File: src/design/game_pkg.sv
package game_pkg;

	//////////////////////////////
	// game controller states
	//////////////////////////////

	// codes come from the game controller, keep them fixed
	typedef enum logic [3:0] {
		IDLE               = 4'd0,  // waiting for start, sound is silent
		GAME_ONGOING       = 4'd2,
		REQUEST_MOLE       = 4'd3,  // one cycle pulse state
		MOLE_COUNTDOWN     = 4'd4,  // mole shown, pop-up clip
		MOLE_MISSED        = 4'd5,
		MOLE_WHACKED       = 4'd6,
		MOLE_MISSED_SOUND  = 4'd9,  // extra time for the missed clip
		MOLE_WHACKED_SOUND = 4'd10  // extra time for the whacked clip
	} game_state_t;

	// clip loader, one state per clip then done
	typedef enum logic [1:0] {
		LOAD_POP,
		LOAD_MISSED,
		LOAD_WHACKED,
		LOAD_DONE
	} load_state_t;

	typedef logic [22:0] flash_addr_t; // flash word address
	typedef logic [15:0] flash_word_t; // flash data word, low byte is the sample

endpackage

File: src/design/sound_pkg.sv
package sound_pkg;

	//////////////////////////////
	// audio data path types
	//////////////////////////////

	// signed pcm byte, codec and clip memory width
	typedef logic signed [7:0] sample_t;

	// filter accumulator, result is scaled by 2**10
	// so the audible byte sits in bits 17:10
	typedef logic signed [17:0] acc_t;

	typedef logic signed [9:0] coeff_t; // low-pass coefficient, scaled by 2**10

	typedef logic [4:0] tap_t; // index into the tap table / sample history

	// number of taps in the low-pass filter
	parameter int TAPS = 31;

endpackage
File: src/design/sound_mixer.sv
`timescale 1ns/1ps

// codec sample, registered on each ready strobe
module sound_mixer (
	input logic clock,
	input logic reset,
	input logic ready,
	input game_pkg::game_state_t game_state,
	input sound_pkg::sample_t music_sample,
	input sound_pkg::sample_t effect_sample,
	input logic effect_active,
	output sound_pkg::sample_t to_ac97_data
);

	sound_pkg::sample_t effect_part; // clip contribution, zero when no clip plays
	sound_pkg::sample_t mix;

	assign effect_part = effect_active ? effect_sample : 8'sd0;
	assign mix = music_sample + effect_part; // 8 bit, wraps on overflow

	always_ff @(posedge clock) begin
		if (reset) begin
			to_ac97_data <= '0;
		end else if (ready) begin
			if (game_state == game_pkg::IDLE)
				to_ac97_data <= '0; // silent between games
			else
				to_ac97_data <= mix;
		end
	end

endmodule

File: config.mk
export PLATFORM = sky130hd
export DESIGN_NAME = sound_mixer
export DESIGN_NICKNAME = d
export VERILOG_FILES = /design/src/design/game_pkg.sv /design/src/design/sound_pkg.sv /design/src/design/sound_mixer.sv
export SDC_FILE = /design/constraint.sdc
export NUM_CORES = 1
export LEC_CHECK = 0
export BUFFER_PORTS_ARGS = -buffer_cell sky130_fd_sc_hd__buf_2
export CAP_MARGIN = 30
export CORE_MARGIN = 2
export CORE_UTILIZATION = 39
export DETAILED_ROUTE_END_ITERATION = 12
export GPL_TIMING_DRIVEN = 1
export MAX_ROUTING_LAYER = met4
export PLACE_DENSITY = 0.82
export SLEW_MARGIN = 40
export SYNTH_ARGS = -nofsm -noshare
export SYNTH_HDL_FRONTEND = slang
export SYNTH_SLANG_ARGS = --single-unit
File: constraint.sdc
create_clock -name clock -period 1.9 [get_ports clock]
set_input_delay 0.285 -clock clock [delete_from_list [all_inputs] [get_ports clock]]
set_output_delay 0.285 -clock clock [all_outputs]
set_load 0.005 [all_outputs]
==> metrics <==
total global routing overflow 0; fillers 139; Crit. Startpoint effect_active; Area Growth Syn to Fin 37.65%; Max Slew Vio Count 0; largest cells by area after synthesis dfxtp_1 26%, ha_1 14%, a21oi_1 7.3%; # setup viols final 0; TritonRoute pass-1 iters 4; DR vias/cell 4.896; slowest CP cell fa_1; Slew @ Worst Pin 0.2558 ns; count of boundary I/O pins 32; initial antenna violation count 0; dpl hpwl 1114 um; Initial Util 41.51%; #FFs+latches synth 8; Reg2Reg Setup Slack 1.20 ns; vias in the first global route 560; fin area 850.8 sq um; Crit path largest cell delay 0.42 ns; Initial DRC Count 4; drc violations 0; post-route ant nets 0; full die area 1919 sq um; CORE AREA 1489 sq um; worst-case reg-to-reg path depth 3; first-pass GRT wire length 2263 um; Post-DP Area 823.3 sq um; leakage power 0.0004219 uW; Post-synth ARST share 0%; synthesis warning total 0; dpl ws -0.1795 ns; Reg with most FFs to_ac97_data; unique cell type count in the Yosys netlist 20; biggest regs to_ac97_data: 8 flops; CP Class in2reg; Clock transition at path regs 0.06 ns; ANT cells 0; R2R Path Start to_ac97_data[0]$_SDFFE_PP0P_; register area share after synthesis 25.91%; Synth area leader dfxtp_1; Num Clock Sinks 8; hold_buf cts 0; Pwr Density 567.3 nW/um^2; WP data arrival 1.89 ns; clock insertion delay at the later pin of the skew report 0.25 ns; TritonCTS clock tree yes; Total Routed Length 1311 um; CP required 2.03 ns; Setup WS post-layout 0.1350 ns; number of synthesized flops with an enable pin 0; Startpoint Class input port; RePlAce Congestion 0.7627; Synth top area share 25.91%; max reg flops 8; RR Endpoint to_ac97_data[0]$_SDFFE_PP0P_; Max-Cap Viols 0; share of cells above drive strength 1 39.45%; Setup Skew 0 ns; critical-path cell list buf_2, and2_1, ha_1, fa_1, a211oi_2, o21bai_1, a21oi_1, xor2_1, o21ai_1; Synth Instances 71; status finished, final reports clean; die height 43.81 um; vias post-DR 612; clk buf depth 2; commonest register cell after synthesis dfxtp_1; Max VDD drop 245.8 uV; Buffers on Ports 31; Total GRT Usage 15.96%; crit path max fanout 3; syn_nets 103; TritonCTS buffer count 3; Syn Area/Cell 8.706 sq um; Final Hold Vio Count 0; synthesized area 618.1 sq um; Nets 143; Die X 43.81 um; Crit. End Element flop; Hold Path Class in2reg; Rows 14; H-tree Lvls 1; Max Freq 566.6 MHz; WL/cell 10.49 um; max_slew headroom 82.92%; end point of the critical path to_ac97_data[6]$_SDFFE_PP0P_; Tcrit/Tclk final 92.90%; root buf cell clkbuf_4; largest net degree at the start of global routing 7; crit path time final 1.765 ns
-- through the flow --
step | cells | util [%] | power, uW | setup TNS, ns | hold slack (ns)
5_1_grt | 125 | 57.14 | 518.6 | -0.01171 | 0.2638
2_1_floorplan | 71 | - | 291.8 | 0 | 0.3574
3_3_place_gp | 122 | 55.29 | 353.1 | -0.05971 | 0.4360
3_5_place_dp | 122 | 55.29 | 358.2 | -0.1795 | 0.4389
6_report | 125 | 57.14 | 482.6 | 0 | 0.2574
4_1_cts | 125 | 56.81 | 487.2 | 0 | 0.2500
-- cells by family (layout without fill, tap and decap cells) --
family	count (synthesis)	count (layout)	synth area share (%)
flops	8	8	25.91
fa+ha+maj	8	8	17.41
compound gates	24	24	25.51
xor+xnor	7	7	9.919
simple gates	24	24	21.25
buf+inv	0	38	0
-- placed cells by master, fill, tap and decap left out, drive strengths merged --
master  netlist  layout
buf           0      35
a21oi         9       9
dfxtp         8       8
and2          7       7
ha            7       7
nand2         6       6
o21ai         6       6
nor2          5       5
xor2          5       5
nor2b         4       4
a211oi        3       3
o21bai        3       3
clkbuf        0       3
xnor2         2       2
a21o          2       2
o41a          1       1
nand2b        1       1
nor4b         1       1
fa            1       1
-- power breakdown --
part           leakage (uW)  internal, uW  switching, uW
Sequential        0.0000659           184           6.39
Clock             0.0000138          72.1           54.4
Combinational      0.000342          87.5           78.5
Total              0.000422           343            139
-- metal layers --
| metal | track usage [%] | routed length (um) | vias to the layer above |
|---|---|---|---|
| met2 | 24.71 | 621 | 24 |
| met5 | - | 0 | - |
| met1 | 19.75 | 570 | 257 |
| met3 | 2.083 | 105 | 2 |
| li1 | - | - | 329 |
| met4 | 9.091 | 12 | 0 |
-- worst max-delay path, delay by kind of cell --
| kind | cells | cell delay, ns |
|---|---|---|
| AND/OR/NAND/NOR | 1 | 0.13 |
| buffers and inverters | 1 | 0.11 |
| AO/OA/AOI/OAI | 4 | 0.57 |
| XOR/XNOR | 1 | 0.16 |
| adder cells (fa/ha/maj) | 2 | 0.62 |
-- synth_stat cells, drive strengths merged (2+ instances only) --
| cell type | count |
|---|---|
| o21ai | 6 |
| a211oi | 3 |
| dfxtp | 8 |
| xor2 | 5 |
| nand2 | 6 |
| a21o | 2 |
| o21bai | 3 |
| and2 | 7 |
| xnor2 | 2 |
| nor2b | 4 |
| a21oi | 9 |
| nor2 | 5 |
| ha | 7 |
-- layout make-up --
type	count	area [sq um]	area share [%]
Multi-Input combinational cell	63	462.9	54.41
Timing Repair Buffer	35	185.2	21.76
Sequential cell	8	160.2	18.82
Clock buffer	3	22.52	2.647
Tap cell	16	20.02	2.353
-- timing repair --
action / CTS / global route
gates resized for setup: 0 / 1
buffers inserted: 0 / 0
endpoints found under the setup margin: 0 / 1
-- how the worst min path moves through the flow --
stage / cells after the start / endpoint / from
floorplan: 1 / to_ac97_data[0]$_SDFFE_PP0P_ / reset
global placement: 2 / to_ac97_data[7]$_SDFFE_PP0P_ / to_ac97_data[7]$_SDFFE_PP0P_
detailed placement: 2 / to_ac97_data[7]$_SDFFE_PP0P_ / to_ac97_data[7]$_SDFFE_PP0P_
CTS: 2 / to_ac97_data[2]$_SDFFE_PP0P_ / reset
global route: 2 / to_ac97_data[2]$_SDFFE_PP0P_ / reset
finish: 2 / to_ac97_data[2]$_SDFFE_PP0P_ / reset
Note: power is estimated with default switching activity, not from simulation.
