===== src/design/game_pkg.sv =====
package game_pkg;

	//////////////////////////////
	// game controller states
	//////////////////////////////

	// codes come from the game controller, keep them fixed
	typedef enum logic [3:0] {
		IDLE               = 4'd0,  // waiting for start, sound is silent
		GAME_ONGOING       = 4'd2,
		REQUEST_MOLE       = 4'd3,  // one cycle pulse state
		MOLE_COUNTDOWN     = 4'd4,  // mole shown, pop-up clip
		MOLE_MISSED        = 4'd5,
		MOLE_WHACKED       = 4'd6,
		MOLE_MISSED_SOUND  = 4'd9,  // extra time for the missed clip
		MOLE_WHACKED_SOUND = 4'd10  // extra time for the whacked clip
	} game_state_t;

	// clip loader, one state per clip then done
	typedef enum logic [1:0] {
		LOAD_POP,
		LOAD_MISSED,
		LOAD_WHACKED,
		LOAD_DONE
	} load_state_t;

	typedef logic [22:0] flash_addr_t; // flash word address
	typedef logic [15:0] flash_word_t; // flash data word, low byte is the sample

endpackage


===== src/design/flash_port.sv =====
`timescale 1ns/1ps

// one flash, two users: the clip loader until loaded, the music stream after
module flash_port (
	input logic clock,
	input logic reset,
	input logic load_request,
	input logic music_request,
	input logic loaded,
	input game_pkg::flash_addr_t load_address,
	input game_pkg::flash_addr_t music_address,
	input logic flash_busy,
	input game_pkg::flash_word_t flash_data,
	output logic flash_read,
	output game_pkg::flash_addr_t flash_address,
	output game_pkg::flash_word_t read_data,
	output logic data_valid
);

	logic request;                           // request of the active user
	game_pkg::flash_addr_t request_address;
	logic pending;                           // request seen, read not issued yet
	game_pkg::flash_addr_t pending_address;
	logic in_flight;                         // read issued, data not back
	logic busy_seen;                         // manager has raised busy for it
	logic issue;
	logic capture;

	// loaded picks the owner, the other side is simply ignored
	assign request = loaded ? music_request : load_request;
	assign request_address = loaded ? music_address : load_address;

	assign issue = pending && !in_flight && !flash_busy; // only while the manager is idle
	assign capture = in_flight && busy_seen && !flash_busy; // first idle cycle, data is valid

	always_ff @(posedge clock) begin
		if (reset) begin
			flash_read <= 1'b0;
			data_valid <= 1'b0;
			pending <= 1'b0;
			in_flight <= 1'b0;
			busy_seen <= 1'b0;
		end else begin
			flash_read <= issue;   // single cycle read strobe
			data_valid <= capture; // single cycle, one after busy falls
			if (issue) begin
				pending <= 1'b0;
				in_flight <= 1'b1;
			end
			if (request)
				pending <= 1'b1; // users wait for data_valid, so no overrun
			if (in_flight && flash_busy)
				busy_seen <= 1'b1;
			if (capture) begin
				in_flight <= 1'b0;
				busy_seen <= 1'b0;
			end
		end
	end

	// address and data registers
	always_ff @(posedge clock) begin
		if (request)
			pending_address <= request_address;
		if (issue)
			flash_address <= pending_address;
		if (capture)
			read_data <= flash_data;
	end

endmodule


===== config.mk =====
export PLATFORM = sky130hd
export DESIGN_NAME = flash_port
export DESIGN_NICKNAME = d
export VERILOG_FILES = /design/src/design/game_pkg.sv /design/src/design/flash_port.sv
export SDC_FILE = /design/constraint.sdc
export NUM_CORES = 1
export LEC_CHECK = 0
export BUFFER_PORTS_ARGS = -buffer_cell sky130_fd_sc_hd__buf_2
export CORE_UTILIZATION = 42
export CTS_CLUSTER_SIZE = 8
export DETAILED_ROUTE_END_ITERATION = 8
export PLACE_DENSITY = 0.84
export SLEW_MARGIN = 10
export SYNTH_ARGS = -nofsm -noshare
export SYNTH_HDL_FRONTEND = slang
export SYNTH_SLANG_ARGS = --single-unit
export TNS_END_PERCENT = 100

===== constraint.sdc =====
create_clock -name clock -period 1.8 [get_ports clock]
set_input_delay 0.36 -clock clock [delete_from_list [all_inputs] [get_ports clock]]
set_output_delay 0.36 -clock clock [all_outputs]
set_load 0.02 [all_outputs]

==> flow_metrics.py, run 1 <==
metrics = {
    "floorplan": {
        "dieArea_mm2": 0.00607,
        "die_y_um": 77.9,
        "die_w_um": 77.9,
        "rows": 27,
        "io_pins": 109,
        "core_mm2": 0.00554,
        "initial_core_util_pct": 43.7,
    },
    "logic_synthesis": {
        "synth_compound_area_share_pct": 0.517,
        "synth_seq_cells": 67,
        "synth_commonest_cells": "edfxtp_1, mux2_4, dfxtp_1, nor2_1",
        "synth_edf_count": 62,
        "synth_top_family_by_area": "multiplexers",
        "synth.largest_area_cell": "edfxtp_1",
        "synth-xor-area-share_pct": 0,
        "ys_types": 14,
        "synthDominantCellAreaShare_pct": 76.9,
        "synth.most_common_cell": "edfxtp_1",
        "yosys_warnings": 0,
        "synth_area_mm2": 0.00242,
        "synthSimpleGateAreaFrac_pct": 2.02,
        "synth_area_leaders": "edfxtp_1, mux2_4, dfxtp_1",
        "synthArstFlopShare_pct": 0,
        "ys.flop_type": "edfxtp_1",
        "synth-adder-area-share_pct": 0,
        "synth_cells": 107,
        "synth_seq_area_share_pct": 81.1,
        "synthMuxAreaShare_pct": 14.8,
        "avgSynthCellArea_um2": 22.6,
        "syn_nets": 175,
    },
    "power": {
        "peakVddDrop_uv": 556,
        "p_comb_share_pct": 8.5,
        "power_density_mw_per_mm2": 955,
        "total_power_mw": 3.08,
        "switchingPower_mw": 0.629,
        "p_seq_share_pct": 60.0,
        "intPower_mw": 2.45,
        "p_clk_share_pct": 31.6,
        "p_leak_nw": 1.37,
        "p_sw_share_pct": 20.4,
    },
    "clocking": {
        "post-cts-setup-buffers": 0,
        "clock_path_buffers": 2,
        "cts-hold-fix-buffers": 0,
        "cts_tree": "yes",
        "root_buffer": "clkbuf_8",
        "numCtsBuffers": 9,
        "clk_transition_reported_paths_ps": 70,
        "htreeDepth": 3,
        "clock_sinks": 67,
        "post_cts_resized": 0,
        "clock_latency_ps": 320,
    },
    "setup_path": {
        "max_stage_delay_ps": 400,
        "worstReg2RegStart": "in_flight",
        "worstPathRequired_ps": 1440,
        "crit_slowest_cell": "edfxtp_1",
        "path_cells": "buf_2",
        "cp.arrival_ps": 900,
        "crit_path_start": "flash_address[21]",
        "critPathBufInv": 1,
        "crit_family": "flip-flops",
        "worstSetupEndpointType": "output pin",
        "startpoint_type": "flop",
        "path_class": "reg -> out",
        "crit_path_max_fanout": 1,
    },
    "detailed_routing": {
        "dr.first_iter.drc_count": 63,
        "num_vias": 1336,
        "post_drt_wl_per_cell_um": 12.4,
        "first_pass_iters": 4,
        "drc": 0,
        "drt-total-wl_mm": 3.77,
        "viasPerCell": 4.38,
        "drtAntennaViolNets": 0,
    },
    "timing": {
        "setup_tns_ps": 0,
        "tightestPinTransition_ps": 317,
        "relSlewSlack_pct": 78.9,
        "rsz0062_at_grt": "no",
        "hold_viol_final": 0,
        "finalCritPeriodShare_pct": 69.8,
        "period_needed_ps": 1260,
        "fmax_ghz": 0.796,
        "slew_viol_final": 0,
        "hold_ws_ps": 210,
        "fin_worst_skew_ps": 9.24,
        "setup_violations": 0,
    },
    "cells_and_area": {
        "syn_to_final_growth_pct": 33.3,
        "n_antenna_cell": 0,
        "final_util_pct": 58.2,
        "fin_nets": 296,
        "drive_gt1_share_pct": 63.9,
    },
    "grt": {
        "antenna_found_initial": 0,
        "grt-ovfl-total": 0,
        "grt_pass1_wl_mm": 5.92,
        "grt_pass1_vias": 1320,
        "grt_use_total_pct": 13.7,
        "grt_max_degree": 25,
    },
    "hold_path": {
        "worstHoldStart": "flash_data[15]",
        "min_path_type": "in -> reg",
    },
    "place": {
        "portBuffers": 108,
        "hpwl_mm": 2.84,
        "place.gp.congestion": 0.726,
    },
    "run_status": {
        "status": "finished clean",
    },
    "job": {
        "max_cap_viol_count": 0,
    },
}
-- path summary, 6_finish.rpt --
kind	to	slack, ps	depth (start not counted)
min	read_data[15]	210	1
max reg2reg	flash_address[12]	580	2
min reg2reg	flash_address[16]	420	0
max	flash_address[21]	540	1
-- logic make-up (layout without fill, tap and decap cells) --
logic type | after synthesis | in the layout
DFF | 67 | 67
and+or+nand+nor | 9 | 9
buffers and inverters | 4 | 130
muxes | 25 | 25
AOI/OAI and AO/OA | 2 | 2
-- power groups by stage --
stage	registers (mW)	clock network, mW	logic [mW]
6_report	1.85	0.972	0.262
5_1_grt	1.86	1.08	0.283
4_1_cts	1.85	1.00	0.266
3_5_place_dp	1.88	0	0.266
3_3_place_gp	1.88	0	0.260
2_1_floorplan	1.91	0	0.114
-- sequential cells by signal (all words and copies together), names as in the netlist --
name and count:
flash_address 23, pending_address 23, read_data 16, busy_seen 1
data_valid 1, flash_read 1, in_flight 1, pending 1
-- layout make-up --
cell class / instances / area (um^2)
Fill cell: 458 / 2310
Sequential cell: 67 / 1960
Timing Repair Buffer: 113 / 591
Multi-Input combinational cell: 36 / 427
Clock buffer: 12 / 135
Tap cell: 72 / 90.1
Clock inverter: 4 / 17.5
Inverter: 1 / 3.75
-- cells in the final DEF (no fill, tap or decap) --
cell,count
a21oi_1,1
buf_12,1
buf_2,108
buf_4,4
clkbuf_1,3
clkbuf_8,9
clkinv_1,2
clkinv_2,2
dfxtp_1,5
edfxtp_1,62
inv_1,1
mux2_2,3
mux2_4,21
mux2i_1,1
nand2b_1,1
nor2_1,5
nor2b_1,1
nor3_1,1
nor3b_4,1
o21a_1,1
-- stage by stage --
stage,area [um^2],cells,setup slack (ps)
floorplan,2420,107,19.1
global placement,3070,289,464
detailed placement,3070,289,440
CTS,3230,305,521
global route,3230,305,499
finish,3230,305,544
-- metal layers --
metal / part of all wire (%) / GRT usage, % / vias up
li1: - / - / 654
met1: 40 / 15.4 / 585
met2: 47 / 21.6 / 92
met3: 12 / 6.71 / 5
met4: 1.1 / 7.22 / 0
met5: 0 / 0 / -
Note: power is estimated with default switching activity, not from simulation.
==> run 2: changes to the inputs <==
==> constraint.sdc (replaced) <==
create_clock -name clock -period 1.04 [get_ports clock]
set_input_delay 0.208 -clock clock [delete_from_list [all_inputs] [get_ports clock]]
set_output_delay 0.208 -clock clock [all_outputs]
set_load 0.02 [all_outputs]
==> flow_metrics.py, run 2 (synthesis results as in run 1) <==
metrics = {
    "cells_and_area": {
        "reg_top3": "flash_address (23), pending_address (23), read_data (16)",
        "n_antenna_cell": 0,
        "instances_no_fill": 310,
        "layout_commonest_cell": "buf_2",
        "fin_nets": 301,
        "final_cell_mix": "buf_2, edfxtp_1, buf_6",
        "design_area_mm2": 0.00354,
        "syn_to_final_growth_pct": 46.2,
        "drive_gt1_share_pct": 67.2,
    },
    "detailed_routing": {
        "drt-total-wl_mm": 4.12,
        "drc": 0,
        "num_vias": 1387,
        "first_pass_iters": 4,
        "post_drt_wl_per_cell_um": 13.3,
        "viasPerCell": 4.47,
        "dr.first_iter.drc_count": 55,
        "drtAntennaViolNets": 0,
    },
    "job": {
        "max_cap_viol_count": 0,
    },
    "timing": {
        "finalCritPeriodShare_pct": 107,
        "setup_violations": 61,
        "setup_slack_ps": -72.1,
        "hold_viol_final": 0,
        "fmax_ghz": 0.899,
        "hold_ws_ps": 50.1,
        "relSlewSlack_pct": 78.8,
        "period_needed_ps": 1110,
        "fin_worst_skew_ps": 6.32,
        "tightestPinTransition_ps": 317,
        "rsz0062_at_grt": "yes",
        "slew_viol_final": 0,
    },
    "power": {
        "total_power_mw": 5.71,
        "p_leak_nw": 1.48,
        "peakVddDrop_uv": 827,
        "power_density_mw_per_mm2": 1610,
    },
    "setup_path": {
        "worstSetupEndpointType": "output pin",
        "ff2ff_setup_slack_ps": -70,
        "worstPathRequired_ps": 830,
        "max_stage_delay_ps": 420,
        "critPathBufInv": 1,
        "crit_path_max_fanout": 1,
        "cp.arrival_ps": 900,
        "crit_family": "flip-flops",
        "path_class": "reg -> out",
        "path_cells": "buf_6",
        "crit_slowest_cell": "edfxtp_1",
        "startpoint_type": "flop",
    },
    "grt": {
        "grt-ovfl-total": 0,
        "grt_pass1_wl_mm": 6.11,
        "grt_max_degree": 25,
        "antenna_found_initial": 0,
        "grt_pass1_vias": 1320,
        "grt_use_total_pct": 14.4,
    },
    "floorplan": {
        "core_mm2": 0.00554,
        "initial_core_util_pct": 43.7,
        "io_pins": 109,
        "rows": 27,
        "die_w_um": 77.9,
        "dieArea_mm2": 0.00607,
        "die_y_um": 77.9,
    },
    "place": {
        "dp.cells": 292,
        "preCtsSetupSlack_ps": -111,
        "portBuffers": 108,
        "place.gp.congestion": 0.712,
        "post_dp_cell_area_mm2": 0.00314,
    },
    "run_status": {
        "violations": "setup timing",
        "status": "complete, but fails checks",
    },
    "clocking": {
        "root_buffer": "clkbuf_8",
        "clock_sinks": 67,
        "cts_tree": "yes",
        "clock_path_buffers": 2,
        "numCtsBuffers": 9,
        "htreeDepth": 3,
        "clock_latency_ps": 330,
        "cts-hold-fix-buffers": 0,
        "clk_transition_reported_paths_ps": 70,
    },
    "hold_path": {
        "min_path_type": "in -> reg",
    },
}
run 2: changes by cell type in the layout (fill, tap and decap cells not counted), sizes merged:
cell / change
clkinv: +1
clkbuf: -2
bufinv: +1
clkinvlp: +1
buf: +4
run 2: final timing paths:
path,startpoint,end,cells after the start
setup reg to reg,in_flight,flash_address[14],3
setup / recovery,flash_address[21],flash_address[21],1
hold / removal,flash_data[13],read_data[13],1
hold reg to reg,pending_address[10],flash_address[10],0
run 2: stage by stage:
stage	util, %	setup TNS, ps
finish	63.9	-2080
detailed placement	56.7	-6860
floorplan	-	-10060
global placement	56.7	-5640
global route	63.9	-5230
CTS	60.8	-2480
run 2: timing repair:
item | CTS | global route
pin swaps | 0 | 1
endpoints found under the setup margin | 62 | 81
endpoints found under the hold margin | 0 | 0
gates cloned | 0 | 1
buffers inserted | 0 | 1
gates resized for setup | 13 | 45
run 2: area by class of cell:
type | instances | area, um^2
Fill cell | 396 | 2000
Clock buffer | 9 | 124
Clock inverter | 7 | 58.8
Inverter | 1 | 3.75
Timing Repair Buffer | 118 | 856
Tap cell | 72 | 90.1
Sequential cell | 67 | 1960
Multi-Input combinational cell | 36 | 442
run 2: power breakdown:
| group | switching [mW] | internal [mW] | leakage (nW) | total (mW) |
|---|---|---|---|---|
| logic | 0.227 | 0.318 | 0.765 | 0.545 |
| clock network | 0.891 | 1.07 | 0.0915 | 1.96 |
| registers | 0.0526 | 3.15 | 0.622 | 3.21 |
| total | 1.17 | 4.54 | 1.48 | 5.71 |
run 2: per-layer routing:
metal / vias up / routed length [um] / global-route usage (%)
met5: - / 0 / 0
met4: 0 / 119 / 10.6
met3: 10 / 474 / 6.24
met2: 100 / 1900 / 21.5
met1: 610 / 1620 / 16.3
li1: 667 / - / -
==> run 3: changes to the inputs <==
--- a/config.mk
+++ b/config.mk
@@ -5,11 +5,12 @@
 export SDC_FILE = /design/constraint.sdc
 export NUM_CORES = 1
 export LEC_CHECK = 0
+export ABC_AREA = 1
 export BUFFER_PORTS_ARGS = -buffer_cell sky130_fd_sc_hd__buf_2
 export CORE_UTILIZATION = 42
 export CTS_CLUSTER_SIZE = 8
 export DETAILED_ROUTE_END_ITERATION = 8
-export PLACE_DENSITY = 0.84
+export PLACE_DENSITY = 0.77
 export SLEW_MARGIN = 10
 export SYNTH_ARGS = -nofsm -noshare
 export SYNTH_HDL_FRONTEND = slang
==> flow_metrics.py, run 3 <==
metrics = {
    "detailed_routing": {
        "drtAntennaViolNets": 0,
        "first_pass_iters": 4,
        "post_drt_wl_per_cell_um": 13.0,
        "viasPerCell": 4.40,
        "drt-total-wl_mm": 4.74,
        "dr.first_iter.drc_count": 87,
        "drc": 0,
        "num_vias": 1612,
    },
    "grt": {
        "grt_pass1_wl_mm": 7.02,
        "grt_use_total_pct": 15.8,
        "grt_max_degree": 24,
        "grt_pass1_vias": 1511,
        "antenna_found_initial": 0,
        "grt-ovfl-total": 0,
    },
    "timing": {
        "fin_worst_skew_ps": 8.00,
        "tightestPinTransition_ps": 255,
        "setup_slack_ps": -76.1,
        "setup_tns_ps": -931,
        "rsz0062_at_grt": "yes",
        "hold_viol_final": 0,
        "period_needed_ps": 1120,
        "relSlewSlack_pct": 83.0,
        "setup_violations": 51,
        "slew_viol_final": 0,
        "fmax_ghz": 0.896,
        "hold_ws_ps": 53.7,
        "finalCritPeriodShare_pct": 107,
    },
    "place": {
        "post_dp_cell_area_mm2": 0.00313,
        "hpwl_mm": 3.29,
        "place.gp.congestion": 0.754,
        "preCtsSetupSlack_ps": -134,
        "portBuffers": 108,
    },
    "job": {
        "max_cap_viol_count": 0,
    },
    "logic_synthesis": {
        "synth.most_common_cell": "edfxtp_1",
        "synthDominantCellAreaShare_pct": 77.1,
        "ys_types": 14,
        "avgSynthCellArea_um2": 14.8,
        "synth_commonest_cells": "edfxtp_1, nand2_1, nand2_2",
        "synthArstFlopShare_pct": 0,
        "synth_seq_area_share_pct": 81.3,
        "synth_edf_count": 62,
        "syn_nets": 231,
        "synth_cells": 163,
        "synth.largest_area_cell": "edfxtp_1",
        "ys.flop_type": "edfxtp_1",
        "synth_area_mm2": 0.00241,
        "synth_seq_cells": 67,
        "yosys_warnings": 0,
        "synth_area_leaders": "edfxtp_1, nand2_1, dfxtp_1",
    },
    "power": {
        "peakVddDrop_uv": 821,
        "p_leak_nw": 1.54,
        "p_seq_share_pct": 56.4,
        "p_comb_share_pct": 9.2,
        "intPower_mw": 4.52,
        "power_density_mw_per_mm2": 1630,
        "p_sw_share_pct": 20.9,
        "switchingPower_mw": 1.19,
        "p_clk_share_pct": 34.4,
    },
    "setup_path": {
        "critPathBufInv": 1,
        "path_class": "reg -> out",
        "path_cells": "buf_6",
        "crit_slowest_cell": "edfxtp_1",
        "worstPathRequired_ps": 830,
        "startpoint_type": "flop",
        "cp.arrival_ps": 910,
        "crit_path_max_fanout": 1,
        "crit_family": "flip-flops",
        "max_stage_delay_ps": 430,
        "worstSetupEndpointType": "output pin",
    },
    "clocking": {
        "htreeDepth": 3,
        "root_buffer": "clkbuf_8",
        "clock_path_buffers": 2,
        "clock_sinks": 67,
        "clock_latency_ps": 330,
        "clk_transition_reported_paths_ps": 70,
        "cts_tree": "yes",
        "numCtsBuffers": 9,
    },
    "cells_and_area": {
        "n_antenna_cell": 0,
        "syn_to_final_growth_pct": 45.6,
        "reg_top3": "flash_address (23), pending_address (23), read_data (16)",
        "design_area_mm2": 0.00351,
        "final_cell_mix": "buf_2, edfxtp_1, nand2_1",
        "layout_commonest_cell": "buf_2",
        "drive_gt1_share_pct": 52.4,
        "final_util_pct": 63.8,
        "fin_nets": 357,
    },
    "floorplan": {
        "die_w_um": 77.8,
        "core_mm2": 0.00551,
        "io_pins": 109,
        "dieArea_mm2": 0.00605,
        "die_y_um": 77.8,
        "initial_core_util_pct": 43.8,
        "rows": 27,
    },
    "hold_path": {
        "min_path_type": "in -> reg",
    },
    "run_status": {
        "violations": "setup timing",
        "status": "complete, but fails checks",
    },
}
## run 3: changes by cell type in the layout (fill, tap and decap cells not counted), sizes merged, moves of 3 or more
cell / delta
nand2: +73
mux2: -24
inv: +5
clkbuf: +4
clkinv: -3
## run 3: final cells by class
cell class	count	area [um^2]
Fill cell	415	1990
Sequential cell	67	1970
Timing Repair Buffer	120	848
Multi-Input combinational cell	82	374
Clock buffer	13	139
Tap cell	72	90.1
Inverter	9	55.1
Clock inverter	3	40.0
## run 3: kinds of logic after synthesis
logic type             count (synthesis)  share of synthesized area, %
and+or+nand+nor                       78                          13.5
AOI/OAI and AO/OA                      4                         0.985
buffers and inverters                 14                          4.25
DFF                                   67                          81.3
## run 3: final timing paths
| kind | slack (ps) | endpoint | cells after the start | startpoint |
|---|---|---|---|---|
| max | -80 | flash_address[15] | 1 | flash_address[15] |
| min | 50 | read_data[0] | 1 | flash_data[0] |
| max reg2reg | -10 | flash_address[14] | 4 | in_flight |
| min reg2reg | 420 | flash_address[20] | 0 | pending_address[20] |
## run 3: power by group through the flow
stage	logic (mW)	clock network (mW)	registers [mW]
after floorplan	0.184	0	3.32
after CTS	0.503	2.00	3.21
final	0.527	1.97	3.22
after global placement	0.474	0	3.26
after global routing	0.575	2.14	3.23
after detailed placement	0.489	0	3.27
## run 3: through the flow
| step | power (mW) | cells |
|---|---|---|
| global placement | 3.73 | 348 |
| floorplan | 3.50 | 163 |
| global route | 5.94 | 366 |
| detailed placement | 3.76 | 348 |
| CTS | 5.71 | 365 |
| finish | 5.71 | 366 |
## run 3: per-layer routing
layer | up-vias | GRT usage [%] | share of wire, %
met5 | - | 0 | 0
met4 | 0 | 10.8 | 2.8
met3 | 14 | 2.71 | 3.9
met2 | 55 | 26.7 | 53
met1 | 740 | 18.4 | 40
li1 | 803 | - | -
## run 3: timing repair
item / in CTS / in global routing
setup endpoints to repair: 60 / 77
resized for setup: 18 / 34
pin swaps: 0 / 1
hold buffers: 0 / 0
buffers inserted: 1 / 0
gates cloned: 0 / 1
