[src/design/game_pkg.sv]
package game_pkg;

	//////////////////////////////
	// game controller states
	//////////////////////////////

	// codes come from the game controller, keep them fixed
	typedef enum logic [3:0] {
		IDLE               = 4'd0,  // waiting for start, sound is silent
		GAME_ONGOING       = 4'd2,
		REQUEST_MOLE       = 4'd3,  // one cycle pulse state
		MOLE_COUNTDOWN     = 4'd4,  // mole shown, pop-up clip
		MOLE_MISSED        = 4'd5,
		MOLE_WHACKED       = 4'd6,
		MOLE_MISSED_SOUND  = 4'd9,  // extra time for the missed clip
		MOLE_WHACKED_SOUND = 4'd10  // extra time for the whacked clip
	} game_state_t;

	// clip loader, one state per clip then done
	typedef enum logic [1:0] {
		LOAD_POP,
		LOAD_MISSED,
		LOAD_WHACKED,
		LOAD_DONE
	} load_state_t;

	typedef logic [22:0] flash_addr_t; // flash word address
	typedef logic [15:0] flash_word_t; // flash data word, low byte is the sample

endpackage

[src/design/sound_pkg.sv]
package sound_pkg;

	//////////////////////////////
	// audio data path types
	//////////////////////////////

	// signed pcm byte, codec and clip memory width
	typedef logic signed [7:0] sample_t;

	// filter accumulator, result is scaled by 2**10
	// so the audible byte sits in bits 17:10
	typedef logic signed [17:0] acc_t;

	typedef logic signed [9:0] coeff_t; // low-pass coefficient, scaled by 2**10

	typedef logic [4:0] tap_t; // index into the tap table / sample history

	// number of taps in the low-pass filter
	parameter int TAPS = 31;

endpackage
[src/design/music_stream.sv]
`timescale 1ns/1ps

// looping background music from flash, low-pass filtered
module music_stream #(
	parameter game_pkg::flash_addr_t MUSIC_START = 23'h3000,
	parameter game_pkg::flash_addr_t MUSIC_END = 23'h6AC00
) (
	input logic clock,
	input logic reset,
	input logic ready,
	input logic loaded,
	input game_pkg::game_state_t game_state,
	input game_pkg::flash_word_t read_data,
	input logic data_valid,
	output logic music_request,
	output game_pkg::flash_addr_t music_address,
	output sound_pkg::sample_t music_sample
);

	logic playing;                     // flash is ours and the game runs
	logic feed;                        // one filter step per codec strobe
	logic outstanding;                 // read issued, word not back yet
	game_pkg::flash_word_t music_word; // last word returned by flash
	sound_pkg::sample_t filter_x;
	sound_pkg::acc_t filter_y;

	assign playing = loaded && (game_state != game_pkg::IDLE);
	assign feed = ready && playing;
	assign filter_x = music_word[7:0];    // low byte holds the pcm sample
	assign music_sample = filter_y[17:10]; // undo the 2**10 coefficient scale

	always_ff @(posedge clock) begin
		if (reset) begin
			music_request <= 1'b0;
			music_address <= MUSIC_START;
			outstanding <= 1'b0;
			music_word <= '0; // filter sees silence until the first word
		end else begin
			music_request <= 1'b0;
			if (data_valid && loaded) begin
				music_word <= read_data;
				outstanding <= 1'b0;
			end
			if (game_state == game_pkg::IDLE) begin
				music_address <= MUSIC_START; // restart the tune next game
			end else if (feed) begin
				// wrap at the end of the tune
				if (music_address >= MUSIC_END)
					music_address <= MUSIC_START;
				else
					music_address <= music_address + 23'd1;
				if (!outstanding) begin
					music_request <= 1'b1; // fetch the new address
					outstanding <= 1'b1;
				end
			end
		end
	end

	fir31 u_fir31 (
		.clock(clock),
		.reset(reset),
		.ready(feed),
		.x(filter_x),
		.y(filter_y)
	);

endmodule

[src/design/fir31.sv]
`timescale 1ns/1ps

// 31 tap low-pass, one multiply-accumulate per clock after each ready
// y is the sum scaled by 2**10, take y[17:10] for the audible byte
module fir31 (
	input logic clock,
	input logic reset,
	input logic ready,
	input sound_pkg::sample_t x,
	output sound_pkg::acc_t y
);

	localparam int DEPTH = 32; // power of two so the history pointer wraps by itself

	sound_pkg::sample_t history [DEPTH]; // circular sample history
	sound_pkg::tap_t offset;              // next slot to write
	sound_pkg::tap_t index;               // tap being summed, TAPS when idle
	sound_pkg::tap_t read_ptr;
	sound_pkg::coeff_t coeff;
	sound_pkg::acc_t product;
	sound_pkg::acc_t sum;

	//////////////////////////////
	// coefficient rom
	//////////////////////////////

	// round(fir1(30,.125)*1024), symmetric so only half is stored
	function automatic sound_pkg::coeff_t coeff_rom(input sound_pkg::tap_t tap);
		sound_pkg::tap_t fold;
		fold = (tap > 5'd15) ? sound_pkg::tap_t'(5'd30 - tap) : tap;
		case (fold)
			5'd0:    coeff_rom = -10'sd1;
			5'd1:    coeff_rom = -10'sd1;
			5'd2:    coeff_rom = -10'sd3;
			5'd3:    coeff_rom = -10'sd5;
			5'd4:    coeff_rom = -10'sd6;
			5'd5:    coeff_rom = -10'sd7;
			5'd6:    coeff_rom = -10'sd5;
			5'd7:    coeff_rom = 10'sd0;
			5'd8:    coeff_rom = 10'sd10;
			5'd9:    coeff_rom = 10'sd26;
			5'd10:   coeff_rom = 10'sd46;
			5'd11:   coeff_rom = 10'sd69;
			5'd12:   coeff_rom = 10'sd91;
			5'd13:   coeff_rom = 10'sd110;
			5'd14:   coeff_rom = 10'sd123;
			5'd15:   coeff_rom = 10'sd128; // centre tap
			default: coeff_rom = 10'sd0;
		endcase
	endfunction

	//////////////////////////////
	// multiply-accumulate
	//////////////////////////////

	assign read_ptr = offset - 5'd1 - index; // newest sample is at offset-1
	assign coeff = coeff_rom(index);
	assign product = coeff * history[read_ptr]; // signed, extended to 18 bits

	always_ff @(posedge clock) begin
		if (reset) begin
			offset <= '0;
			index <= sound_pkg::tap_t'(sound_pkg::TAPS);
			sum <= '0;
			y <= '0;
			for (int i = 0; i < DEPTH; i++)
				history[i] <= '0; // start from silence
		end else if (ready) begin
			history[offset] <= x;
			offset <= offset + 5'd1;
			index <= '0;
			sum <= '0;
		end else if (index != sound_pkg::TAPS) begin
			index <= index + 5'd1;
			sum <= sum + product;
			if (index == sound_pkg::TAPS - 1)
				y <= sum + product; // last tap, 32 cycles after ready
		end
	end

endmodule

[config.mk]
export PLATFORM = sky130hd
export DESIGN_NAME = music_stream
export DESIGN_NICKNAME = d
export VERILOG_FILES = /design/src/design/game_pkg.sv /design/src/design/sound_pkg.sv /design/src/design/music_stream.sv /design/src/design/fir31.sv
export SDC_FILE = /design/constraint.sdc
export NUM_CORES = 1
export LEC_CHECK = 0
export BUFFER_PORTS_ARGS = -buffer_cell sky130_fd_sc_hd__buf_2
export CAP_MARGIN = 10
export CORE_MARGIN = 2
export CORE_UTILIZATION = 55
export CTS_CLUSTER_SIZE = 28
export DETAILED_ROUTE_END_ITERATION = 8
export PLACE_DENSITY = 0.72
export SETUP_SLACK_MARGIN = 0.3
export SYNTH_ARGS = -nofsm -noshare
export SYNTH_HDL_FRONTEND = slang
export SYNTH_SLANG_ARGS = --single-unit
export TNS_END_PERCENT = 10
[constraint.sdc]
create_clock -name clock -period 16.4 [get_ports clock]
set_input_delay 0.82 -clock clock [delete_from_list [all_inputs] [get_ports clock]]
set_output_delay 0.82 -clock clock [all_outputs]
set_load 0.02 [all_outputs]
==> key figures, run 1 <==
Status
  – Status: complete, no violations

Die
  – Num ports: 57
  – Core area: 0.03336 sq mm
  – Core Rows: 67
  – Die Span Y: 187.7 microns
  – Die Area: 0.03522 sq mm
  – Starting density of the core: 55.62%
  – Die Wd: 187.7 microns

Yosys
  – Post-synthesis register bit count: 325
  – Register area share after synthesis: 48.87%
  – Largest family of logic cells by synthesized area: simple AND/OR/NAND/NOR gates
  – XOR/XNOR share of the synthesized area: 2.083%
  – Distinct cell type count after synthesis: 57
  – Main synth FF type: edfxtp_1
  – Post-Synth Simple-Gate Area: 16.56%
  – Ys Warns: 0
  – EDFF count, synth: 256
  – Post-Syn Instances: 1496
  – Post-Syn Nets: 1662
  – Area of the mapped netlist: 0.01856 sq mm
  – Compound-Gate Fraction of Synth Area: 4.261%
  – Mux cell area share after synthesis: 11.12%
  – Adder-Cell Fraction of Synth Area: 12.95%
  – Syn avg cell area: 12.40 sq um
  – Post-synth ARST share: 0%

Clock network
  – H-tree lvl count: 2
  – Clock transition at path regs: 60 ps
  – CTS Buf Count: 36
  – Clk Tree Root Cell: clkbuf_16
  – Worst-Skew Late Latency: 540 ps
  – Hold-fix buffers, CTS: 0
  – Post-CTS Resized: 0
  – Buffer depth of the longest clock path: 3
  – # clock sinks: 325
  – Setup Buffers After CTS: 0
  – TritonCTS clock tree: done

Drt
  – DRT iter0 DRCs: 915
  – TritonRoute pass-1 iters: 5
  – ANT nets after route: 0
  – Routed WL per cell: 20.01 microns
  – Routed WL: 40320 microns
  – Vias: 11480
  – Avg Vias per Cell: 5.697
  – DRC errors left: 0

Worst setup path
  – Slowest cell on the critical path: fa_4
  – Crit-path max FO: 64
  – RR Endpoint: u_fir31.y[17]
  – Crit path buf inv count: 3
  – Worst EP arrival: 9050 ps
  – Req. time, crit path: 16830 ps
  – Worst setup EP type: flip-flop
  – CP top delay family: adder cells
  – Critical path class: flip-flop to flip-flop
  – CP cell instances: inv_1 > ha_4 > inv_1 > fa_4 > mux4_2 > mux4_2 > mux2i_4 > nand2b_1 > fa_1 > fa_1 > inv_1 > fa_1 > fa_1 > fa_1 > ha_1 > o21ai_0 > o211ai_1 > nand2_1 > a221oi_1 > xnor2_1 > a211oi_1
  – CP most frequent cell: fa_1
  – R2R setup slack: 7780 ps
  – Worst reg2reg path startpoint: u_fir31.index[0]
  – Worst R2R Path Depth: 21
  – Max incr delay on CP: 1490 ps
  – Worst setup SP type: flip-flop

Finish
  – Share of cells above drive strength 1: 14.61%
  – Area Growth Syn to Fin: 9.999%
  – Final net count: 1705
  – Commonest non-fill, non-tap cell in the layout: and2_1
  – Most frequent cells in the layout: and2_1 (268), edfxtp_1 (256), nor2_1 (114)
  – Antenna cells: 0
  – Final Cell Area: 0.02041 sq mm

Placed design
  – GP Congestion: 0.8442
  – HPWL after DPL: 27600 microns
  – Placed Instance Area: 0.01925 sq mm
  – I/O Buffers: 48

Timing
  – Tcrit/Tclk final: 52.56%
  – Fin. Hold Viols: 0
  – Rel. slew slack: 18.35%
  – Setup TNS: 0 ps
  – Slew Viols, Final: 0
  – Final Setup Violations: 0
  – RSZ-0062 raised after global routing: false
  – Fmax: 116.0 MHz
  – Tightest Pin Transition: 1212 ps
  – Crit path time final: 8620 ps
  – Clock skew: 25.18 ps

Global routing
  – GRT Total Usage: 23.61%
  – Initial antenna violation count: 0
  – Vias in the first global route: 11640
  – Largest net degree at the start of global routing: 65
  – First-pass GRT wire length: 64630 microns
  – Remaining Overflow, GRT: 0

Min path
  – Hold Path Origin: u_fir31.y[10]
  – Hold depth: 2
  – Worst hold endpoint: u_fir31.y[10]
  – HP Class: flip-flop to flip-flop

Flow run
  – # Max-Cap Violations: 0
-- worst register-to-register path, cell delays in order (launching register included) --
cell and delay (ps):
dfxtp_1 440, inv_1 230, ha_4 160, inv_1 50, fa_4 1490, mux4_2 680
mux4_2 530, mux2i_4 360, nand2b_1 190, fa_1 460, fa_1 550, inv_1 50
fa_1 500, fa_1 580, fa_1 420, ha_1 340, o21ai_0 160, o211ai_1 400
nand2_1 180, a221oi_1 390, xnor2_1 150, a211oi_1 230
-- Yosys cell counts (3+ instances only) --
cell / count / area (sq um)
a211oi_1: 8 / 60.06
a21o_1: 9 / 67.56
a21oi_1: 33 / 165.2
a221o_1: 3 / 30.03
a31oi_1: 8 / 50.05
and2_1: 268 / 1677
and3_1: 5 / 31.28
and4_1: 4 / 35.03
buf_2: 8 / 40.04
buf_6: 8 / 90.09
clkbuf_1: 56 / 210.2
dfxtp_1: 69 / 1381
edfxtp_1: 256 / 7687
fa_1: 85 / 1702
ha_1: 56 / 700.7
inv_1: 111 / 416.7
mux2_2: 5 / 56.30
mux2i_1: 10 / 100.1
mux2i_4: 4 / 90.09
mux4_2: 80 / 1802
nand2_1: 79 / 296.5
nand2b_1: 24 / 150.1
nand3_1: 18 / 90.09
nand3b_1: 6 / 45.04
nand4_1: 8 / 50.05
nor2_1: 114 / 427.9
nor2b_1: 13 / 81.33
nor3_1: 11 / 55.05
nor4_1: 7 / 43.79
o21ai_0: 53 / 265.3
or3_1: 3 / 18.77
or3b_2: 4 / 35.03
xnor2_1: 24 / 210.2
xor2_1: 17 / 148.9
-- worst max path at each step --
stage | endpoint | slack, ps | cells past startpoint | startpoint
3_3_place_gp | u_fir31.y[17] | 7840 | 22 | u_fir31.index[0]
4_1_cts | u_fir31.y[17] | 7790 | 22 | u_fir31.index[0]
5_1_grt | u_fir31.y[17] | 7320 | 21 | u_fir31.index[0]
6_report | u_fir31.y[17] | 7780 | 21 | u_fir31.index[0]
3_5_place_dp | u_fir31.y[17] | 7800 | 22 | u_fir31.index[0]
2_1_floorplan | u_fir31.y[16] | 9060 | 25 | u_fir31.index[0]
-- flip-flops by register name, summed over array words and instances, names as in the netlist, 5 cells and up --
register	flops
music_address	23
music_word	8
u_fir31.history	256
u_fir31.index	5
u_fir31.offset	5
u_fir31.sum	18
u_fir31.y	8
-- stage by stage --
step                      std cells  hold slack [ps]  util [%]  worst slack, ps
after detailed placement       1946            444.7     57.71             7803
after floorplan                1496            420.3         -             9058
final                          2015            457.1     61.18             7780
after CTS                      2012            452.6     61.13             7786
after global routing           2015            477.1     61.18             7323
after global placement         1946            433.6     57.71             7841
-- logic make-up (layout without fill, tap and decap cells) --
family / count (synthesis) / after routing
buf+inv: 186 / 257
fa+ha+maj: 141 / 141
flops: 325 / 325
simple gates: 569 / 569
mux: 100 / 100
xor+xnor: 42 / 42
compound gates: 133 / 133
-- layer usage --
metal,global-route usage [%],part of all wire [%]
met1,31.57,42
met2,40.80,50
met3,3.144,5.6
met4,6.632,2.4
met5,0,0
-- area by class of cell --
cell class / instances / area, sq um
fill: 2623 / 12950
clock inverter: 19 / 176.4
sequential: 325 / 9069
tap: 448 / 560.5
multi-input combinational: 985 / 8751
inverter: 111 / 416.7
clock buffer: 47 / 963.4
timing repair buffer: 80 / 475.5
Power of run 1 is not shown: default switching activity piles up to over one toggle a cycle in this logic, so the estimate is an artifact.
==> run 2, diff against run 1 <==
- ABC_AREA: default -> 1
- PLACE_DENSITY: 0.72 -> 0.75
- clock period: 16.4 -> 7.9 ns (I/O delays scaled with it)
==> run 2 against run 1 <==
Die area grew 1.4%. First-iteration DRC count grew 75%. Clock skew shrank 11 ps. Hold slack lost 310 ps. Highest routed layer unchanged. Area after synthesis grew 1.4%. Sequential share of layout area shrank 0.61 points. Routed wire length grew 15%. Synthesized cell count grew 48%. Count of clock-buffer cells in the layout shrank 8. Via count grew 31%.
==> key figures, run 2 <==
Worst setup path
  – Slowest cell on the critical path: fa_1
  – Worst setup EP type: flip-flop
  – Crit path buf inv count: 7
  – Worst EP arrival: 7430 ps
  – Max incr delay on CP: 590 ps
  – Worst setup SP type: flip-flop
  – Req. time, crit path: 8320 ps
  – CP top delay family: adder cells
  – Crit-path max FO: 33
  – Critical path class: flip-flop to flip-flop

Drt
  – Vias: 15030
  – Avg Vias per Cell: 5.558
  – Routed WL: 46200 microns
  – ANT nets after route: 0
  – Routed WL per cell: 17.09 microns
  – DRC errors left: 0
  – TritonRoute pass-1 iters: 6
  – DRT iter0 DRCs: 1597

Die
  – Die Area: 0.03571 sq mm
  – Num ports: 57
  – Core area: 0.03362 sq mm
  – Die Wd: 189.0 microns
  – Die Span Y: 189.0 microns
  – Core Rows: 67
  – Starting density of the core: 55.97%

Clock network
  – # clock sinks: 325
  – Worst-Skew Late Latency: 530 ps
  – TritonCTS clock tree: done
  – Clk Tree Root Cell: clkbuf_16
  – Clock transition at path regs: 60 ps
  – Post-CTS Resized: 0
  – Buffer depth of the longest clock path: 3
  – Hold-fix buffers, CTS: 0
  – H-tree lvl count: 2
  – Setup Buffers After CTS: 0
  – CTS Buf Count: 35

Placed design
  – Setup Slack @ Placement: 592.3 ps
  – I/O Buffers: 48
  – HPWL after DPL: 31400 microns
  – GP Congestion: 0.9650

Timing
  – Setup TNS: 0 ps
  – Slew Viols, Final: 0
  – RSZ-0062 raised after global routing: false
  – Final Setup Violations: 0
  – Crit path time final: 7007 ps
  – Fin worst setup slack: 892.9 ps
  – Clock skew: 13.94 ps
  – Fmax: 142.7 MHz
  – Fin. Hold Viols: 0
  – Tightest Pin Transition: 1082 ps
  – Rel. slew slack: 27.44%
  – Tcrit/Tclk final: 88.70%

Yosys
  – EDFF count, synth: 256
  – Post-synthesis register bit count: 325
  – Syn avg cell area: 8.525 sq um
  – Area of the mapped netlist: 0.01882 sq mm
  – Synth top area share: 40.86%
  – Ys Warns: 0
  – Cell with the most instances after synthesis: nand2_1
  – Commonest cells in the netlist: nand2_1 (625), nor2_1 (364), edfxtp_1 (256)
  – Register area share after synthesis: 48.20%
  – Post-Syn Nets: 2373
  – Main synth FF type: edfxtp_1
  – Post-Syn Instances: 2207
  – Post-synth ARST share: 0%
  – Top post-synthesis cells by area: edfxtp_1 (41%), nand2_1 (12%), fa_1 (9.0%)
  – Dominant cell type by area after synthesis: edfxtp_1
  – Distinct cell type count after synthesis: 42

Finish
  – Final net count: 2395
  – Commonest non-fill, non-tap cell in the layout: nand2_1
  – Area Growth Syn to Fin: 10.01%
  – Largest Register: u_fir31.history
  – Most frequent cells in the layout: nand2_1 (623), nor2_1 (363), edfxtp_1 (256)
  – Fill count: 2808
  – Antenna cells: 0
  – Share of cells above drive strength 1: 7.846%
  – Number of flip-flops in the largest register: 256
  – Regs by FF count: u_fir31.history (256), music_address (23), u_fir31.sum (18)

Global routing
  – Initial antenna violation count: 0
  – GRT Total Usage: 26.68%
  – Largest net degree at the start of global routing: 73
  – First-pass GRT wire length: 75570 microns
  – Vias in the first global route: 14760
  – Remaining Overflow, GRT: 0

Flow run
  – # Max-Cap Violations: 0

Min path
  – HP Class: input pin to flip-flop

Status
  – Status: complete, no violations
run 2: path summary, 6_finish.rpt:
kind | to | slack, ps | start | depth (start not counted)
setup / recovery | u_fir31.y[10] | 890 | u_fir31.index[0] | 28
hold / removal | music_word[7] | 150 | read_data[7] | 3
setup reg to reg | u_fir31.y[10] | 890 | u_fir31.index[0] | 28
hold reg to reg | music_request | 450 | outstanding | 1
run 2: cell families (layout without fill, tap and decap cells):
| family | count (synthesis) | count (layout) | share of synthesized area, % |
|---|---|---|---|
| simple gates | 1290 | 1290 | 28.08 |
| buf+inv | 326 | 375 | 6.736 |
| flops | 325 | 325 | 48.20 |
| fa+ha+maj | 141 | 141 | 12.77 |
| compound gates | 108 | 108 | 3.345 |
| xor+xnor | 17 | 17 | 0.8711 |
run 2: final cells by class:
class,count,area [sq um],share of cell area [%]
Clock buffer,39,890.9,4.304
Clock inverter,25,285.3,1.378
Inverter,236,892.1,4.310
Multi-Input combinational cell,1556,8507,41.10
Sequential cell,325,9070,43.82
Tap cell,448,560.5,2.708
Timing Repair Buffer,75,493.0,2.382
run 2: layer usage:
| layer | routed length (microns) | global-route usage, % | share of wire [%] |
|---|---|---|---|
| met4 | 1201 | 7.692 | 2.6 |
| met3 | 3862 | 3.800 | 8.4 |
| met1 | 19180 | 36.83 | 42 |
| met5 | 0 | 0 | 0 |
| met2 | 21950 | 44.20 | 48 |
run 2: through the flow:
| step | utilization, % | cell area [sq um] | hold slack, ps | std cells |
|---|---|---|---|---|
| 2_1_floorplan | - | 18820 | 404.4 | 2207 |
| 3_3_place_gp | 58.03 | 19510 | 414.6 | 2640 |
| 3_5_place_dp | 58.03 | 19510 | 434.2 | 2640 |
| 4_1_cts | 61.53 | 20680 | 130.9 | 2704 |
| 5_1_grt | 61.57 | 20700 | 164.9 | 2704 |
| 6_report | 61.57 | 20700 | 151.1 | 2704 |
run 2: worst min-delay path: stages:
cell,delay (ps)
buf_2,70
o21ai_0,70
a21oi_1,110
Power of run 2 is left out for the same reason.
==> run 3, diff against run 2 <==
- ABC_AREA: 1 -> default
- CORE_ASPECT_RATIO: default -> 1.25
- PLACE_DENSITY: 0.75 -> 0.72
- clock period: 7.9 -> 7 ns (I/O delays scaled with it)
==> run 3 against run 2 <==
Cell count shrank 25%. Sequential share of layout area shrank 0.85 points. Worst setup slack lost 880 ps. Register-to-register slack lost 880 ps. Global-route usage shrank 2.1 points. Final area grew 2.0%. Die area shrank 1.3%. Hold slack lost 90 ps.
==> key figures, run 3 (same netlist as run 1, synthesis figures left out) <==
Worst setup path
  – Worst setup EP type: flip-flop
  – Req. time, crit path: 7420 ps
  – Worst setup SP type: flip-flop
  – CP most frequent cell: fa_1
  – Slowest cell on the critical path: fa_2
  – Critical path class: flip-flop to flip-flop
  – Max incr delay on CP: 550 ps
  – Worst EP arrival: 7400 ps
  – Crit-path max FO: 17
  – CP cell instances: inv_4 > ha_4 > inv_2 > fa_2 > buf_12 > buf_16 > mux4_2 > mux4_2 > mux2i_4 > nand2b_4 > fa_1 > fa_1 > inv_1 > fa_1 > fa_1 > fa_1 > ha_4 > o21ai_2 > o21bai_1 > a21bo_2 > a31oi_4 > and4_1 > a311o_1

Drt
  – ANT nets after route: 0
  – Avg Vias per Cell: 5.745
  – Routed WL per cell: 20.43 microns
  – Routed WL: 41630 microns
  – Vias: 11710
  – DRT iter0 DRCs: 1156
  – TritonRoute pass-1 iters: 6
  – DRC errors left: 0

Global routing
  – Initial antenna violation count: 0
  – Remaining Overflow, GRT: 0
  – Vias in the first global route: 12250
  – Largest net degree at the start of global routing: 38
  – GRT Total Usage: 24.54%
  – First-pass GRT wire length: 66740 microns

Die
  – Num ports: 57
  – Die Wd: 168.3 microns
  – Core area: 0.03341 sq mm
  – Core Rows: 75
  – Die Area: 0.03523 sq mm
  – Die Span Y: 209.4 microns
  – Starting density of the core: 55.55%

Placed design
  – HPWL after DPL: 29170 microns
  – Placed Instances: 1962
  – GP Congestion: 0.8657
  – I/O Buffers: 48

Clock network
  – Buffer depth of the longest clock path: 3
  – Clk Tree Root Cell: clkbuf_16
  – # clock sinks: 325
  – H-tree lvl count: 2
  – TritonCTS clock tree: done
  – Clock transition at path regs: 70 ps
  – Worst-Skew Late Latency: 540 ps
  – CTS Buf Count: 35
  – Hold-fix buffers, CTS: 0

Finish
  – Multi-input gate area: 0.008921 sq mm
  – Regs by FF count: u_fir31.history (256), music_address (23), u_fir31.sum (18)
  – Cell Count, Final, Fillers Out: 2038
  – Fill count: 2491
  – Number of flip-flops in the largest register: 256
  – Share of cells above drive strength 1: 19.63%
  – Storage cell area: 0.009071 sq mm
  – Final net count: 1755
  – Area Growth Syn to Fin: 13.77%
  – Largest Register: u_fir31.history
  – Most frequent cells in the layout: and2_1 (264), edfxtp_1 (256), nor2_1 (113)
  – Commonest non-fill, non-tap cell in the layout: and2_1
  – Fin util: 63.20%
  – Antenna cells: 0

Flow run
  – # Max-Cap Violations: 0

Timing
  – Crit path time final: 6986 ps
  – Tightest Pin Transition: 1267 ps
  – Rel. slew slack: 14.65%
  – Fin. Hold Viols: 0
  – Tcrit/Tclk final: 99.80%
  – RSZ-0062 raised after global routing: true
  – Slew Viols, Final: 0
  – Fmax: 143.1 MHz
  – Final Setup Violations: 0
  – Clock skew: 20.70 ps

Min path
  – HP Class: input pin to flip-flop

Status
  – Status: complete, no violations
## run 3: changes by cell type in the layout (fill, tap and decap cells not counted), moves of 41 or more
| cell | delta |
|---|---|
| mux4_2 | +80 |
| inv_1 | -113 |
| and2_1 | +264 |
| nor2_1 | -250 |
| nand3_1 | -217 |
| buf_4 | +41 |
| nand2_1 | -545 |
## run 3: layer usage
layer	up-vias	wire length, microns	global-route usage (%)
met5	-	0	0
met4	0	1484	10.40
met3	90	2094	3.225
met2	367	21640	43.47
met1	5863	16410	30.37
li1	5389	-	-
## run 3: area by class of cell
| type | instances | share of cell area (%) |
|---|---|---|
| sequential | 325 | 42.97 |
| multi-input combinational | 985 | 42.25 |
| timing repair buffer | 131 | 4.771 |
| clock buffer | 49 | 4.694 |
| tap | 423 | 2.507 |
| inverter | 111 | 1.985 |
| clock inverter | 14 | 0.8238 |
## run 3: stage by stage
stage	setup WS (ps)	cell area [sq um]	hold slack, ps	TNS, ps
2_1_floorplan	282.9	18760	420.3	0
3_5_place_dp	-24.71	19720	440.3	-33.00
3_3_place_gp	52.07	19710	433.4	0
6_report	13.69	21110	61.63	0
5_1_grt	-225.0	21110	60.90	-1729
4_1_cts	41.68	20990	41.15	0
## run 3: path summary, 6_finish.rpt
check / slack (ps) / cells after the start / to / startpoint
worst max-delay path: 10 / 23 / u_fir31.y[16] / u_fir31.index[0]
worst min-delay path: 60 / 3 / music_word[6] / read_data[6]
worst max register to register: 10 / 23 / u_fir31.y[16] / u_fir31.index[0]
worst min register to register: 450 / 2 / u_fir31.y[13] / u_fir31.y[13]
## run 3: worst max-delay path, delay by kind of cell (launching register included)
family	cells	cell delay, ps
compound gates	5	930
fa+ha+maj	8	3440
buf+inv	5	480
flops	1	330
mux	3	1320
simple gates	2	370
## run 3: timing repair
action | CTS | global route
setup endpoints to repair | 17 | 18
cloned | 1 | 0
resized for setup | 5 | 15
pin swaps | 6 | 4
buffers inserted | 4 | 0
Power of run 3 is left out for the same reason.
